[config.mk]
export PLATFORM = sky130hd
export DESIGN_NAME = rv_branch_top
export DESIGN_NICKNAME = d
export VERILOG_FILES = /design/src/hw/rv_branch_pkg.sv /design/src/hw/rv_branch_predictor.sv /design/src/hw/rv_branch_unit.sv /design/src/hw/rv_branch_dbg_wb.sv /design/src/hw/rv_branch_top.sv
export SDC_FILE = /design/constraint.sdc
export NUM_CORES = 1
export LEC_CHECK = 0
export BUFFER_PORTS_ARGS = -buffer_cell sky130_fd_sc_hd__buf_2
export CORE_UTILIZATION = 36
export CTS_CLUSTER_DIAMETER = 30
export CTS_CLUSTER_SIZE = 12
export DETAILED_ROUTE_END_ITERATION = 6
export GPL_TIMING_DRIVEN = 0
export SYNTH_ARGS = -nofsm -noshare
export SYNTH_HDL_FRONTEND = slang
export SYNTH_SLANG_ARGS = --single-unit
[constraint.sdc]
create_clock -name clk -period 4.4 [get_ports clk]
set_input_delay 0.22 -clock clk [delete_from_list [all_inputs] [get_ports clk]]
set_output_delay 0.22 -clock clk [all_outputs]
set_load 0.03 [all_outputs]
[src/hw/rv_branch_pkg.sv]
////////////////////////////////////////
// Branch slice shared definitions
// Opcodes, funct3 codes, instruction layouts, counters
////////////////////////////////////////

package rv_branch_pkg;

  ////////////////////////////////////////
  // Major opcodes, instr[6:2]
  ////////////////////////////////////////
  localparam logic [4:0] opc_branch  = 5'b11000;
  localparam logic [4:0] opc_jal     = 5'b11011;
  localparam logic [4:0] opc_jalr    = 5'b11001;
  localparam logic [4:0] opc_miscmem = 5'b00011;

  // Branch conditions in funct3
  localparam logic [2:0] f3_beq  = 3'b000;
  localparam logic [2:0] f3_bne  = 3'b001;
  localparam logic [2:0] f3_blt  = 3'b100;
  localparam logic [2:0] f3_bge  = 3'b101;
  localparam logic [2:0] f3_bltu = 3'b110;
  localparam logic [2:0] f3_bgeu = 3'b111;

  // FENCE.I with rd, rs1 and imm all zero
  localparam logic [31:0] instr_fence_i = 32'h0000_100f;

  // Exception vector
  localparam int exc_size               = 16;
  localparam int cause_misaligned_instr = 0;

  ////////////////////////////////////////
  // Instruction layouts
  ////////////////////////////////////////

  // B-type, immediate scattered around rs fields
  typedef struct packed {
    logic       imm12;
    logic [5:0] imm10_5;
    logic [4:0] rs2;
    logic [4:0] rs1;
    logic [2:0] funct3;
    logic [3:0] imm4_1;
    logic       imm11;
    logic [6:0] opcode;
  } b_fmt_t;

  // J-type, 20 bit offset for JAL
  typedef struct packed {
    logic       imm20;
    logic [9:0] imm10_1;
    logic       imm11;
    logic [7:0] imm19_12;
    logic [4:0] rd;
    logic [6:0] opcode;
  } j_fmt_t;

  // Same word, read as either layout or raw
  typedef union packed {
    b_fmt_t      b;
    j_fmt_t      j;
    logic [31:0] raw;
  } rv_instr_u;

  ////////////////////////////////////////
  // Two-bit predictor counters
  ////////////////////////////////////////
  localparam logic [1:0] ctr_strong_nt = 2'b00;
  localparam logic [1:0] ctr_weak_nt   = 2'b01;
  localparam logic [1:0] ctr_strong_t  = 2'b11;

endpackage

[src/hw/rv_branch_predictor.sv]
////////////////////////////////////////
// Branch predictor
// Global history XOR PC into two-bit counters
////////////////////////////////////////

`timescale 1ns/1ns

module rv_branch_predictor #(
  parameter int xlen           = 32,
  parameter int bp_global_bits = 2,
  parameter int bht_idx_bits   = 6
) (
  input  logic            clk,
  input  logic            rstn,
  input  logic            ex_stall,
  input  logic [xlen-1:0] id_pc,
  input  logic            bu_bp_update,
  input  logic            bu_bp_btaken,
  output logic [1:0]      id_bp_predict
);

  import rv_branch_pkg::*;

  localparam int bht_depth = 1 << bht_idx_bits;

  logic [1:0]                bht [bht_depth];
  logic [bp_global_bits-1:0] history;
  logic [bp_global_bits:0]   history_shift;
  logic [bht_idx_bits-1:0]   lookup_idx;
  logic [bht_idx_bits-1:0]   update_idx;
  logic [1:0]                upd_ctr;

  ////////////////////////////////////////
  // Lookup
  ////////////////////////////////////////

  // Word index of the PC, history zero-extended on top
  assign lookup_idx = id_pc[bht_idx_bits+1:2] ^
                      {{(bht_idx_bits-bp_global_bits){1'b0}}, history};

  assign id_bp_predict = bht[lookup_idx];

  // Resolution comes a cycle later, keep the index for it
  always_ff @(posedge clk or negedge rstn) begin
    if (!rstn) begin
      update_idx <= '0;
    end else if (!ex_stall) begin
      update_idx <= lookup_idx;
    end
  end

  ////////////////////////////////////////
  // Update
  ////////////////////////////////////////
  assign upd_ctr = bht[update_idx];

  // Newest outcome enters at bit 0
  assign history_shift = {history, bu_bp_btaken};

  always_ff @(posedge clk or negedge rstn) begin
    if (!rstn) begin
      history <= '0;
    end else if (bu_bp_update) begin
      history <= history_shift[bp_global_bits-1:0];
    end
  end

  // Saturating counters, all weakly not-taken out of reset
  always_ff @(posedge clk or negedge rstn) begin
    if (!rstn) begin
      for (int i = 0; i < bht_depth; i++) begin
        bht[i] <= ctr_weak_nt;
      end
    end else if (bu_bp_update) begin
      if (bu_bp_btaken && upd_ctr != ctr_strong_t) begin
        bht[update_idx] <= upd_ctr + 2'd1;
      end else if (!bu_bp_btaken && upd_ctr != ctr_strong_nt) begin
        bht[update_idx] <= upd_ctr - 2'd1;
      end
    end
  end

  // Table and history fully reset, prediction must be defined
  a_predict_known : assert property (
    @(posedge clk) disable iff (!rstn) !$isunknown(id_bp_predict));

endmodule

[src/hw/rv_branch_unit.sv]
////////////////////////////////////////
// Branch unit
// Resolves jumps and branches, next PC, flushes
////////////////////////////////////////

`timescale 1ns/1ns

module rv_branch_unit #(
  parameter int              xlen           = 32,
  parameter logic [xlen-1:0] pc_init        = 'h200,
  parameter int              bp_global_bits = 2,
  parameter int              has_rvc        = 1
) (
  input  logic                              clk,
  input  logic                              rstn,
  input  logic                              ex_stall,
  input  logic                              st_flush,
  input  logic                              pipe_exception,
  input  logic [xlen-1:0]                   id_pc,
  input  rv_branch_pkg::rv_instr_u          id_instr,
  input  logic                              id_bubble,
  input  logic [xlen-1:0]                   op_a,
  input  logic [xlen-1:0]                   op_b,
  input  logic [rv_branch_pkg::exc_size-1:0] id_exception,
  input  logic [1:0]                        id_bp_predict,
  input  logic                              du_stall,
  input  logic                              du_we_pc,
  input  logic [xlen-1:0]                   du_dato,
  output logic [xlen-1:0]                   bu_nxt_pc,
  output logic                              bu_flush,
  output logic                              bu_cacheflush,
  output logic [rv_branch_pkg::exc_size-1:0] bu_exception,
  output logic [1:0]                        bu_bp_predict,
  output logic                              bu_bp_btaken,
  output logic                              bu_bp_update
);

  import rv_branch_pkg::*;

  localparam logic [xlen-1:0] pc_step = 4;

  logic [4:0]      opcode;
  logic [2:0]      funct3;
  logic [xlen-1:0] imm_j;
  logic [xlen-1:0] imm_b;
  // Compare results
  logic            op_eq;
  logic            op_lt_s;
  logic            op_lt_u;
  logic            cond_taken;
  logic            cond_valid;
  // Resolved controls
  logic            btaken;
  logic            bp_update;
  logic            pipeflush;
  logic            cacheflush;
  logic [xlen-1:0] nxt_pc;
  logic            chk_align;
  logic            misaligned;
  // Debug override
  logic [xlen-1:0] du_nxt_pc;
  logic            du_we_pc_dly;
  logic            du_wrote_pc;

  ////////////////////////////////////////
  // Decode
  ////////////////////////////////////////
  assign opcode = id_instr.raw[6:2];
  assign funct3 = id_instr.b.funct3;

  // Both offsets from the same word
  assign imm_j = {{(xlen-20){id_instr.j.imm20}}, id_instr.j.imm19_12,
                  id_instr.j.imm11, id_instr.j.imm10_1, 1'b0};
  assign imm_b = {{(xlen-12){id_instr.b.imm12}}, id_instr.b.imm11,
                  id_instr.b.imm10_5, id_instr.b.imm4_1, 1'b0};

  assign op_eq   = (op_a == op_b);
  assign op_lt_s = ($signed(op_a) < $signed(op_b));
  assign op_lt_u = (op_a < op_b);

  // Branch condition by funct3
  always_comb begin
    cond_valid = 1'b1;
    case (funct3)
      f3_beq:  cond_taken = op_eq;
      f3_bne:  cond_taken = ~op_eq;
      f3_blt:  cond_taken = op_lt_s;
      f3_bge:  cond_taken = ~op_lt_s;
      f3_bltu: cond_taken = op_lt_u;
      f3_bgeu: cond_taken = ~op_lt_u;
      default: begin
        // 010 and 011 are not branches
        cond_taken = 1'b0;
        cond_valid = 1'b0;
      end
    endcase
  end

  ////////////////////////////////////////
  // Resolution
  ////////////////////////////////////////
  always_comb begin
    btaken     = 1'b0;
    bp_update  = 1'b0;
    pipeflush  = 1'b0;
    cacheflush = 1'b0;
    nxt_pc     = id_pc + pc_step;
    if (!id_bubble) begin
      case (opcode)
        // Fetch already redirected so only the NPC matters for debug
        opc_jal: begin
          btaken = 1'b1;
          nxt_pc = id_pc + imm_j;
        end
        opc_jalr: begin
          btaken    = 1'b1;
          pipeflush = 1'b1;
          nxt_pc    = (op_a + op_b) & ~{{(xlen-1){1'b0}}, 1'b1};
        end
        opc_branch: begin
          if (cond_valid) begin
            btaken    = cond_taken;
            bp_update = 1'b1;
            // Mispredict against counter MSB
            pipeflush = cond_taken ^ id_bp_predict[1];
            if (cond_taken) begin
              nxt_pc = id_pc + imm_b;
            end
          end
        end
        opc_miscmem: begin
          if (id_instr.raw == instr_fence_i) begin
            pipeflush  = 1'b1;
            cacheflush = 1'b1;
          end
        end
        default: ;
      endcase
    end
  end

  // Alignment rule depends on compressed support
  assign chk_align  = ~id_bubble & ((opcode == opc_jalr) | (opcode == opc_branch));
  assign misaligned = (has_rvc != 0) ? nxt_pc[0] : |nxt_pc[1:0];

  // Exception register frozen by ex_stall
  always_ff @(posedge clk or negedge rstn) begin
    if (!rstn) begin
      bu_exception <= '0;
    end else if (!ex_stall) begin
      if (bu_flush || st_flush || pipe_exception) begin
        bu_exception <= '0;
      end else begin
        bu_exception <= id_exception;
        bu_exception[cause_misaligned_instr] <=
          id_exception[cause_misaligned_instr] | (chk_align & misaligned);
      end
    end
  end

  ////////////////////////////////////////
  // Debug PC override
  ////////////////////////////////////////
  always_ff @(posedge clk) begin
    if (du_we_pc) begin
      du_nxt_pc <= du_dato;
    end
  end

  // Override stays active while the debugger holds the stall
  always_ff @(posedge clk or negedge rstn) begin
    if (!rstn) begin
      du_we_pc_dly <= 1'b0;
      du_wrote_pc  <= 1'b0;
    end else begin
      du_we_pc_dly <= du_we_pc;
      du_wrote_pc  <= du_we_pc | (du_wrote_pc & du_stall);
    end
  end

  // Registered outputs
  always_ff @(posedge clk or negedge rstn) begin
    if (!rstn) begin
      bu_flush      <= 1'b1;
      bu_cacheflush <= 1'b0;
      bu_nxt_pc     <= pc_init;
      bu_bp_predict <= 2'b00;
      bu_bp_btaken  <= 1'b0;
      bu_bp_update  <= 1'b0;
    end else if (du_wrote_pc) begin
      // Flush only on the first cycle of the override
      bu_flush      <= du_we_pc_dly;
      bu_cacheflush <= 1'b0;
      bu_nxt_pc     <= du_nxt_pc;
      bu_bp_predict <= 2'b00;
      bu_bp_btaken  <= 1'b0;
      bu_bp_update  <= 1'b0;
    end else begin
      bu_flush      <= pipeflush & ~du_stall;
      bu_cacheflush <= cacheflush & ~du_stall;
      bu_nxt_pc     <= nxt_pc;
      bu_bp_predict <= id_bp_predict;
      bu_bp_btaken  <= btaken;
      bu_bp_update  <= bp_update;
    end
  end

  // Cache flush always comes with a pipeline flush
  a_cacheflush_flush : assert property (
    @(posedge clk) disable iff (!rstn) bu_cacheflush |-> bu_flush);

  // Debug PC out two clocks after the write pulse with flush and no training
  a_override_no_update : assert property (
    @(posedge clk) disable iff (!rstn)
    $past(du_we_pc, 2) |->
      (bu_flush && !bu_bp_update && bu_nxt_pc == $past(du_dato, 2)));

endmodule

[src/hw/rv_branch_dbg_wb.sv]
////////////////////////////////////////
// Debug Wishbone slave
// Stall control, next PC access, mispredict count
////////////////////////////////////////

`timescale 1ns/1ns

module rv_branch_dbg_wb #(
  parameter int xlen = 32
) (
  input  logic            clk,
  input  logic            rstn,
  input  logic            wb_cyc,
  input  logic            wb_stb,
  input  logic            wb_we,
  input  logic [1:0]      wb_adr,
  input  logic [xlen-1:0] wb_dat_i,
  input  logic [xlen-1:0] bu_nxt_pc,
  input  logic            bu_bp_update,
  input  logic            bu_bp_btaken,
  input  logic [1:0]      bu_bp_predict,
  output logic [xlen-1:0] wb_dat_o,
  output logic            wb_ack,
  output logic            du_stall,
  output logic            du_we_pc,
  output logic [xlen-1:0] du_dato
);

  logic        req;
  logic        wr;
  logic        mispredict;
  logic [15:0] miss_cnt;

  // New request only when no ack pending
  assign req = wb_cyc & wb_stb & ~wb_ack;
  assign wr  = req & wb_we;

  ////////////////////////////////////////
  // Bus side
  ////////////////////////////////////////
  always_ff @(posedge clk or negedge rstn) begin
    if (!rstn) begin
      wb_ack   <= 1'b0;
      du_stall <= 1'b0;
      du_we_pc <= 1'b0;
    end else begin
      wb_ack   <= req;
      du_we_pc <= wr & (wb_adr == 2'd0);
      // Control word, bit 0 only
      if (wr && wb_adr == 2'd1) begin
        du_stall <= wb_dat_i[0];
      end
    end
  end

  // PC data for the branch unit
  always_ff @(posedge clk) begin
    if (wr && wb_adr == 2'd0) begin
      du_dato <= wb_dat_i;
    end
  end

  // Read data valid with ack
  always_ff @(posedge clk) begin
    if (req && !wb_we) begin
      case (wb_adr)
        2'd0:    wb_dat_o <= bu_nxt_pc;
        2'd1:    wb_dat_o <= {{(xlen-1){1'b0}}, du_stall};
        2'd2:    wb_dat_o <= {{(xlen-16){1'b0}}, miss_cnt};
        default: wb_dat_o <= '0;
      endcase
    end
  end

  ////////////////////////////////////////
  // Mispredict counter
  ////////////////////////////////////////
  assign mispredict = bu_bp_update & (bu_bp_btaken ^ bu_bp_predict[1]);

  always_ff @(posedge clk or negedge rstn) begin
    if (!rstn) begin
      miss_cnt <= '0;
    end else if (mispredict && miss_cnt != 16'hffff) begin
      miss_cnt <= miss_cnt + 16'd1;
    end
  end

  // Single-cycle ack per transfer
  a_ack_one_cycle : assert property (
    @(posedge clk) disable iff (!rstn) wb_ack |=> !wb_ack);

endmodule

[src/hw/rv_branch_top.sv]
////////////////////////////////////////
// Branch slice top
// Predictor, branch unit and debug slave
////////////////////////////////////////

`timescale 1ns/1ns

module rv_branch_top #(
  parameter int              xlen           = 32,
  parameter logic [xlen-1:0] pc_init        = 'h200,
  parameter int              bp_global_bits = 2,
  parameter int              bht_idx_bits   = 6,
  parameter int              has_rvc        = 1
) (
  input  logic                               clk,
  input  logic                               rstn,
  input  logic [xlen-1:0]                    id_pc,
  input  logic [31:0]                        id_instr,
  input  logic                               id_bubble,
  input  logic [xlen-1:0]                    op_a,
  input  logic [xlen-1:0]                    op_b,
  input  logic [rv_branch_pkg::exc_size-1:0] id_exception,
  input  logic                               pipe_exception,
  input  logic                               ex_stall,
  input  logic                               st_flush,
  output logic [xlen-1:0]                    bu_nxt_pc,
  output logic                               bu_flush,
  output logic                               bu_cacheflush,
  output logic [rv_branch_pkg::exc_size-1:0] bu_exception,
  output logic [1:0]                         bu_bp_predict,
  output logic                               bu_bp_btaken,
  // Debug Wishbone
  input  logic                               wb_cyc,
  input  logic                               wb_stb,
  input  logic                               wb_we,
  input  logic [1:0]                         wb_adr,
  input  logic [xlen-1:0]                    wb_dat_i,
  output logic [xlen-1:0]                    wb_dat_o,
  output logic                               wb_ack
);

  logic [1:0]      id_bp_predict;
  logic            bu_bp_update;
  // Debug to branch unit
  logic            du_stall;
  logic            du_we_pc;
  logic [xlen-1:0] du_dato;

  rv_branch_predictor #(
    .xlen           (xlen),
    .bp_global_bits (bp_global_bits),
    .bht_idx_bits   (bht_idx_bits)
  ) u_predictor (
    .clk           (clk),
    .rstn          (rstn),
    .ex_stall      (ex_stall),
    .id_pc         (id_pc),
    .bu_bp_update  (bu_bp_update),
    .bu_bp_btaken  (bu_bp_btaken),
    .id_bp_predict (id_bp_predict)
  );

  rv_branch_unit #(
    .xlen           (xlen),
    .pc_init        (pc_init),
    .bp_global_bits (bp_global_bits),
    .has_rvc        (has_rvc)
  ) u_branch_unit (
    .clk            (clk),
    .rstn           (rstn),
    .ex_stall       (ex_stall),
    .st_flush       (st_flush),
    .pipe_exception (pipe_exception),
    .id_pc          (id_pc),
    .id_instr       (id_instr),
    .id_bubble      (id_bubble),
    .op_a           (op_a),
    .op_b           (op_b),
    .id_exception   (id_exception),
    .id_bp_predict  (id_bp_predict),
    .du_stall       (du_stall),
    .du_we_pc       (du_we_pc),
    .du_dato        (du_dato),
    .bu_nxt_pc      (bu_nxt_pc),
    .bu_flush       (bu_flush),
    .bu_cacheflush  (bu_cacheflush),
    .bu_exception   (bu_exception),
    .bu_bp_predict  (bu_bp_predict),
    .bu_bp_btaken   (bu_bp_btaken),
    .bu_bp_update   (bu_bp_update)
  );

  rv_branch_dbg_wb #(
    .xlen (xlen)
  ) u_dbg_wb (
    .clk           (clk),
    .rstn          (rstn),
    .wb_cyc        (wb_cyc),
    .wb_stb        (wb_stb),
    .wb_we         (wb_we),
    .wb_adr        (wb_adr),
    .wb_dat_i      (wb_dat_i),
    .bu_nxt_pc     (bu_nxt_pc),
    .bu_bp_update  (bu_bp_update),
    .bu_bp_btaken  (bu_bp_btaken),
    .bu_bp_predict (bu_bp_predict),
    .wb_dat_o      (wb_dat_o),
    .wb_ack        (wb_ack),
    .du_stall      (du_stall),
    .du_we_pc      (du_we_pc),
    .du_dato       (du_dato)
  );

endmodule

==> flow_metrics.env <==
export IMPL_outcome="finished clean"
export IMPL_post_route_util_pct=47.4
export IMPL_pwr_density_cell_nw_per_um2=423
export IMPL_drt_iter0_drc=1297
export IMPL_grt_util_all_layers_pct=24.9
export IMPL_cts_made_buffers=78
export IMPL_crit_arrival_ns=4.83
export IMPL_vdd_drop_max_v=0.000402
export IMPL_cts_root_buf="clkbuf_16"
export IMPL_use_met2_pct=40.3
export IMPL_worstSetupStartpoint="u_predictor.update_idx[1]$_DFFE_PN0N_"
export IMPL_syn_area_um2=19700
export IMPL_gr_total_overflow=0
export IMPL_wirelength_um=69900
export IMPL_grt_busiest_layer="met2"
export IMPL_grtUsageMet1_pct=31.9
export IMPL_cts_tree="built"
export IMPL_core_area_um2=53900
export IMPL_fin_worst_skew_ns=0.0551
export IMPL_dr_total_vias=17461
export IMPL_final_cells=3048
export IMPL_hold_class="primary input to flip-flop"
export IMPL_antenna_found_initial=4
export IMPL_die_y_um=236
export IMPL_end_kind="flip-flop"
export IMPL_fmax_mhz=230
export IMPL_h_tree_depth=3
export IMPL_die_area_um2=55600
export IMPL_placementRows=85
export IMPL_pin_count=273
export IMPL_critical_path_max_fanout=11
export IMPL_syn_mean_instance_area_um2=10.5
export IMPL_place_inst=2840
export IMPL_hold_slack_ns=0.0505
export IMPL_synth_seq_cells=307
export IMPL_start_util_pct=36.5
export IMPL_setup_ws_ns=0.0573
export IMPL_hpwl_um=52300
export IMPL_pre_cts_slack_ns=-1.48
export IMPL_crit_type="flip-flop to flip-flop"
export IMPL_rsz0062_at_grt="yes"
export IMPL_tightest_slew_ns=1.15
export IMPL_power_leakage_nw=11.1
export IMPL_clock_sinks=307
export IMPL_cp_start_kind="flip-flop"
export IMPL_holdCritStartpoint="pipe_exception"
export IMPL_drc_errors=0
export IMPL_clkLatencyLatePin_ns=0.62
export IMPL_synth_edff_count=96
export IMPL_min_period_ns=4.34
export IMPL_final_fill_count=4884
export IMPL_async_flop_share_pct=68.7
export IMPL_cts_path_max_buffers=3
export IMPL_postSynthCellCount=1866
export IMPL_max_cap_violations=0
export IMPL_synthToLayoutAreaGrowth_pct=30.1
export IMPL_drive_gt1_share_pct=30.8
export IMPL_grtUsageMet3_pct=5.75
export IMPL_grt_pass1_wl_um=106000
export IMPL_slew_violations=0
export IMPL_syn_nets=2166
export IMPL_rr_startpoint="u_predictor.update_idx[1]$_DFFE_PN0N_"
export IMPL_yosysWarnings=0
export IMPL_fin_nets=2586
export IMPL_slew_headroom_pct=23.2
export IMPL_grt_max_degree=124
export IMPL_synth_yosys_seq_area_share_pct=41.9
export IMPL_vias_per_cell=5.73
export IMPL_clk_pin_slew_ns=0.05
export IMPL_final_hold_viol_count=0
export IMPL_min_period_over_period_pct=98.7
export IMPL_synth_main_ff_cell="dfrtp_1"
export IMPL_ys_types=81
export IMPL_wire_per_inst_um=22.9
export IMPL_place_congestion=0.961
export IMPL_ant_nets=0
export IMPL_p_total_mw=10.8
export IMPL_grt_pass1_vias=17742
export IMPL_setup_viol=0
export IMPL_die_w_um=236
export IMPL_portBuffers=272
export IMPL_dr_pass1_iters=5
export IMPL_worstPathRequired_ns=4.89
[through the flow]
stage	TNS (ns)	area, um^2
floorplan	0	19700
global placement	-262.28	21900
detailed placement	-155.82	22000
CTS	0	25500
global route	-0.131	25600
finish	0	25600
[timing repair]
item / CTS / global route
resized for setup: 20 / 16
hold buffers: 61 / 0
setup buffers: 6 / 3
setup endpoints to repair: 128 / 128
pin swaps: 1 / 1
endpoints found under the hold margin: 118 / 0
[registers in the layout, summed over array words and instances (netlist names)]
signal	cells
u_predictor.bht	128
u_branch_unit.bu_nxt_pc	32
u_branch_unit.du_nxt_pc	32
u_dbg_wb.du_dato	32
u_dbg_wb.wb_dat_o	32
u_branch_unit.bu_exception	16
u_dbg_wb.miss_cnt	16
u_predictor.update_idx	6
u_branch_unit.bu_bp_predict	2
u_predictor.history	2
u_branch_unit.bu_bp_btaken	1
u_branch_unit.bu_bp_update	1
u_branch_unit.bu_cacheflush	1
u_branch_unit.bu_flush	1
u_branch_unit.du_we_pc_dly	1
u_branch_unit.du_wrote_pc	1
u_dbg_wb.du_stall	1
u_dbg_wb.du_we_pc	1
u_dbg_wb.wb_ack	1
[cells by family (layout without fill, tap and decap cells)]
| logic type | after synthesis | after routing | share of synthesized area [%] |
|---|---|---|---|
| xor gates and xnor gates | 111 | 111 | 4.94 |
| other | 0 | 1 | 0 |
| AOI/OAI and AO/OA | 454 | 454 | 15.8 |
| adders and majority gates | 113 | 113 | 7.30 |
| and+or+nand+nor | 503 | 503 | 12.6 |
| buffers and inverters | 175 | 660 | 3.52 |
| muxes | 203 | 203 | 13.9 |
| DFF | 307 | 307 | 41.9 |
[cell usage in the layout (no fill, tap or decap), types with 42 or more instances in the layout]
cell type	instances
a21oi_1	94
buf_2	284
clkbuf_1	74
clkbuf_16	80
dfrtp_1	144
dfstp_2	66
dlygate4sd3_1	61
edfxtp_1	96
ha_1	110
inv_1	73
mux2_2	139
mux4_2	43
nand2_1	92
nor2_1	164
o21ai_0	67
o22ai_1	42
xnor2_1	62
xor2_1	48
[worst max-delay path, cell delays in order, from the launching register on]
cell	delay, ns
dfrtp_1	0.44
or3b_2	0.66
clkbuf_4	0.31
o22ai_1	0.17
nor4_1	0.09
o21ai_0	0.24
mux4_2	0.43
inv_1	0.07
ha_1	0.21
nor2b_2	0.26
o21ai_0	0.16
nor2_2	0.25
nand3_2	0.23
nor2_1	0.30
mux2_2	0.37
[final cells by class]
cell class | instances | area (um^2) | share of cell area (%)
Multi-Input combinational cell | 1384 | 10800 | 42.3
Sequential cell | 307 | 8250 | 32.2
Clock buffer | 108 | 2220 | 8.67
Timing Repair Buffer | 348 | 2140 | 8.37
Tap cell | 696 | 871 | 3.40
Clock inverter | 37 | 586 | 2.29
Buffer | 93 | 407 | 1.59
Inverter | 74 | 278 | 1.09
Antenna cell | 1 | 2.50 | 0.00978
[path summary, 6_finish.rpt]
path                                                        endpoint  slack, ns  cells past startpoint
setup / recovery                     u_predictor.bht[73]$_DFFE_PN0P_       0.06                     14
hold / removal             u_branch_unit.bu_exception[1]$_DFFE_PN0N_       0.05                      3
setup reg to reg                     u_predictor.bht[73]$_DFFE_PN0P_       0.06                     14
hold reg to reg                u_branch_unit.du_nxt_pc[12]$_DFFE_PP_       0.40                      0
max in group asynchronous       u_branch_unit.bu_nxt_pc[8]$_DFF_PN0_       3.08                      3
min in group asynchronous      u_branch_unit.bu_nxt_pc[26]$_DFF_PN0_       0.23                      2
[metal layers]
layer / up-vias / share of wire [%]
li1: 7890 / -
met1: 8606 / 42
met2: 791 / 47
met4: 2 / 3.3
met3: 172 / 7.6
met5: - / 0.024
[synth_stat cells (all sizes together), types with 39 or more instances]
master | number | area [um^2]
nand2 | 94 | 353
mux2 | 139 | 1570
o21ai | 68 | 340
inv | 73 | 274
a21oi | 94 | 470
ha | 110 | 1380
xor2 | 48 | 420
xnor2 | 63 | 552
dfrtp | 145 | 3630
edfxtp | 96 | 2880
mux4 | 43 | 968
nor2 | 171 | 642
clkbuf | 78 | 295
dfstp | 66 | 1730
o22ai | 42 | 263
nand3 | 39 | 195
[where the power goes]
group          switching, mW  internal, mW  total (mW)
clock                   1.82          4.12        5.95
sequential            0.0518          3.03        3.08
combinational           1.16         0.623        1.79
total                   3.04          7.77        10.8
Power figures use the tool's default switching activity.
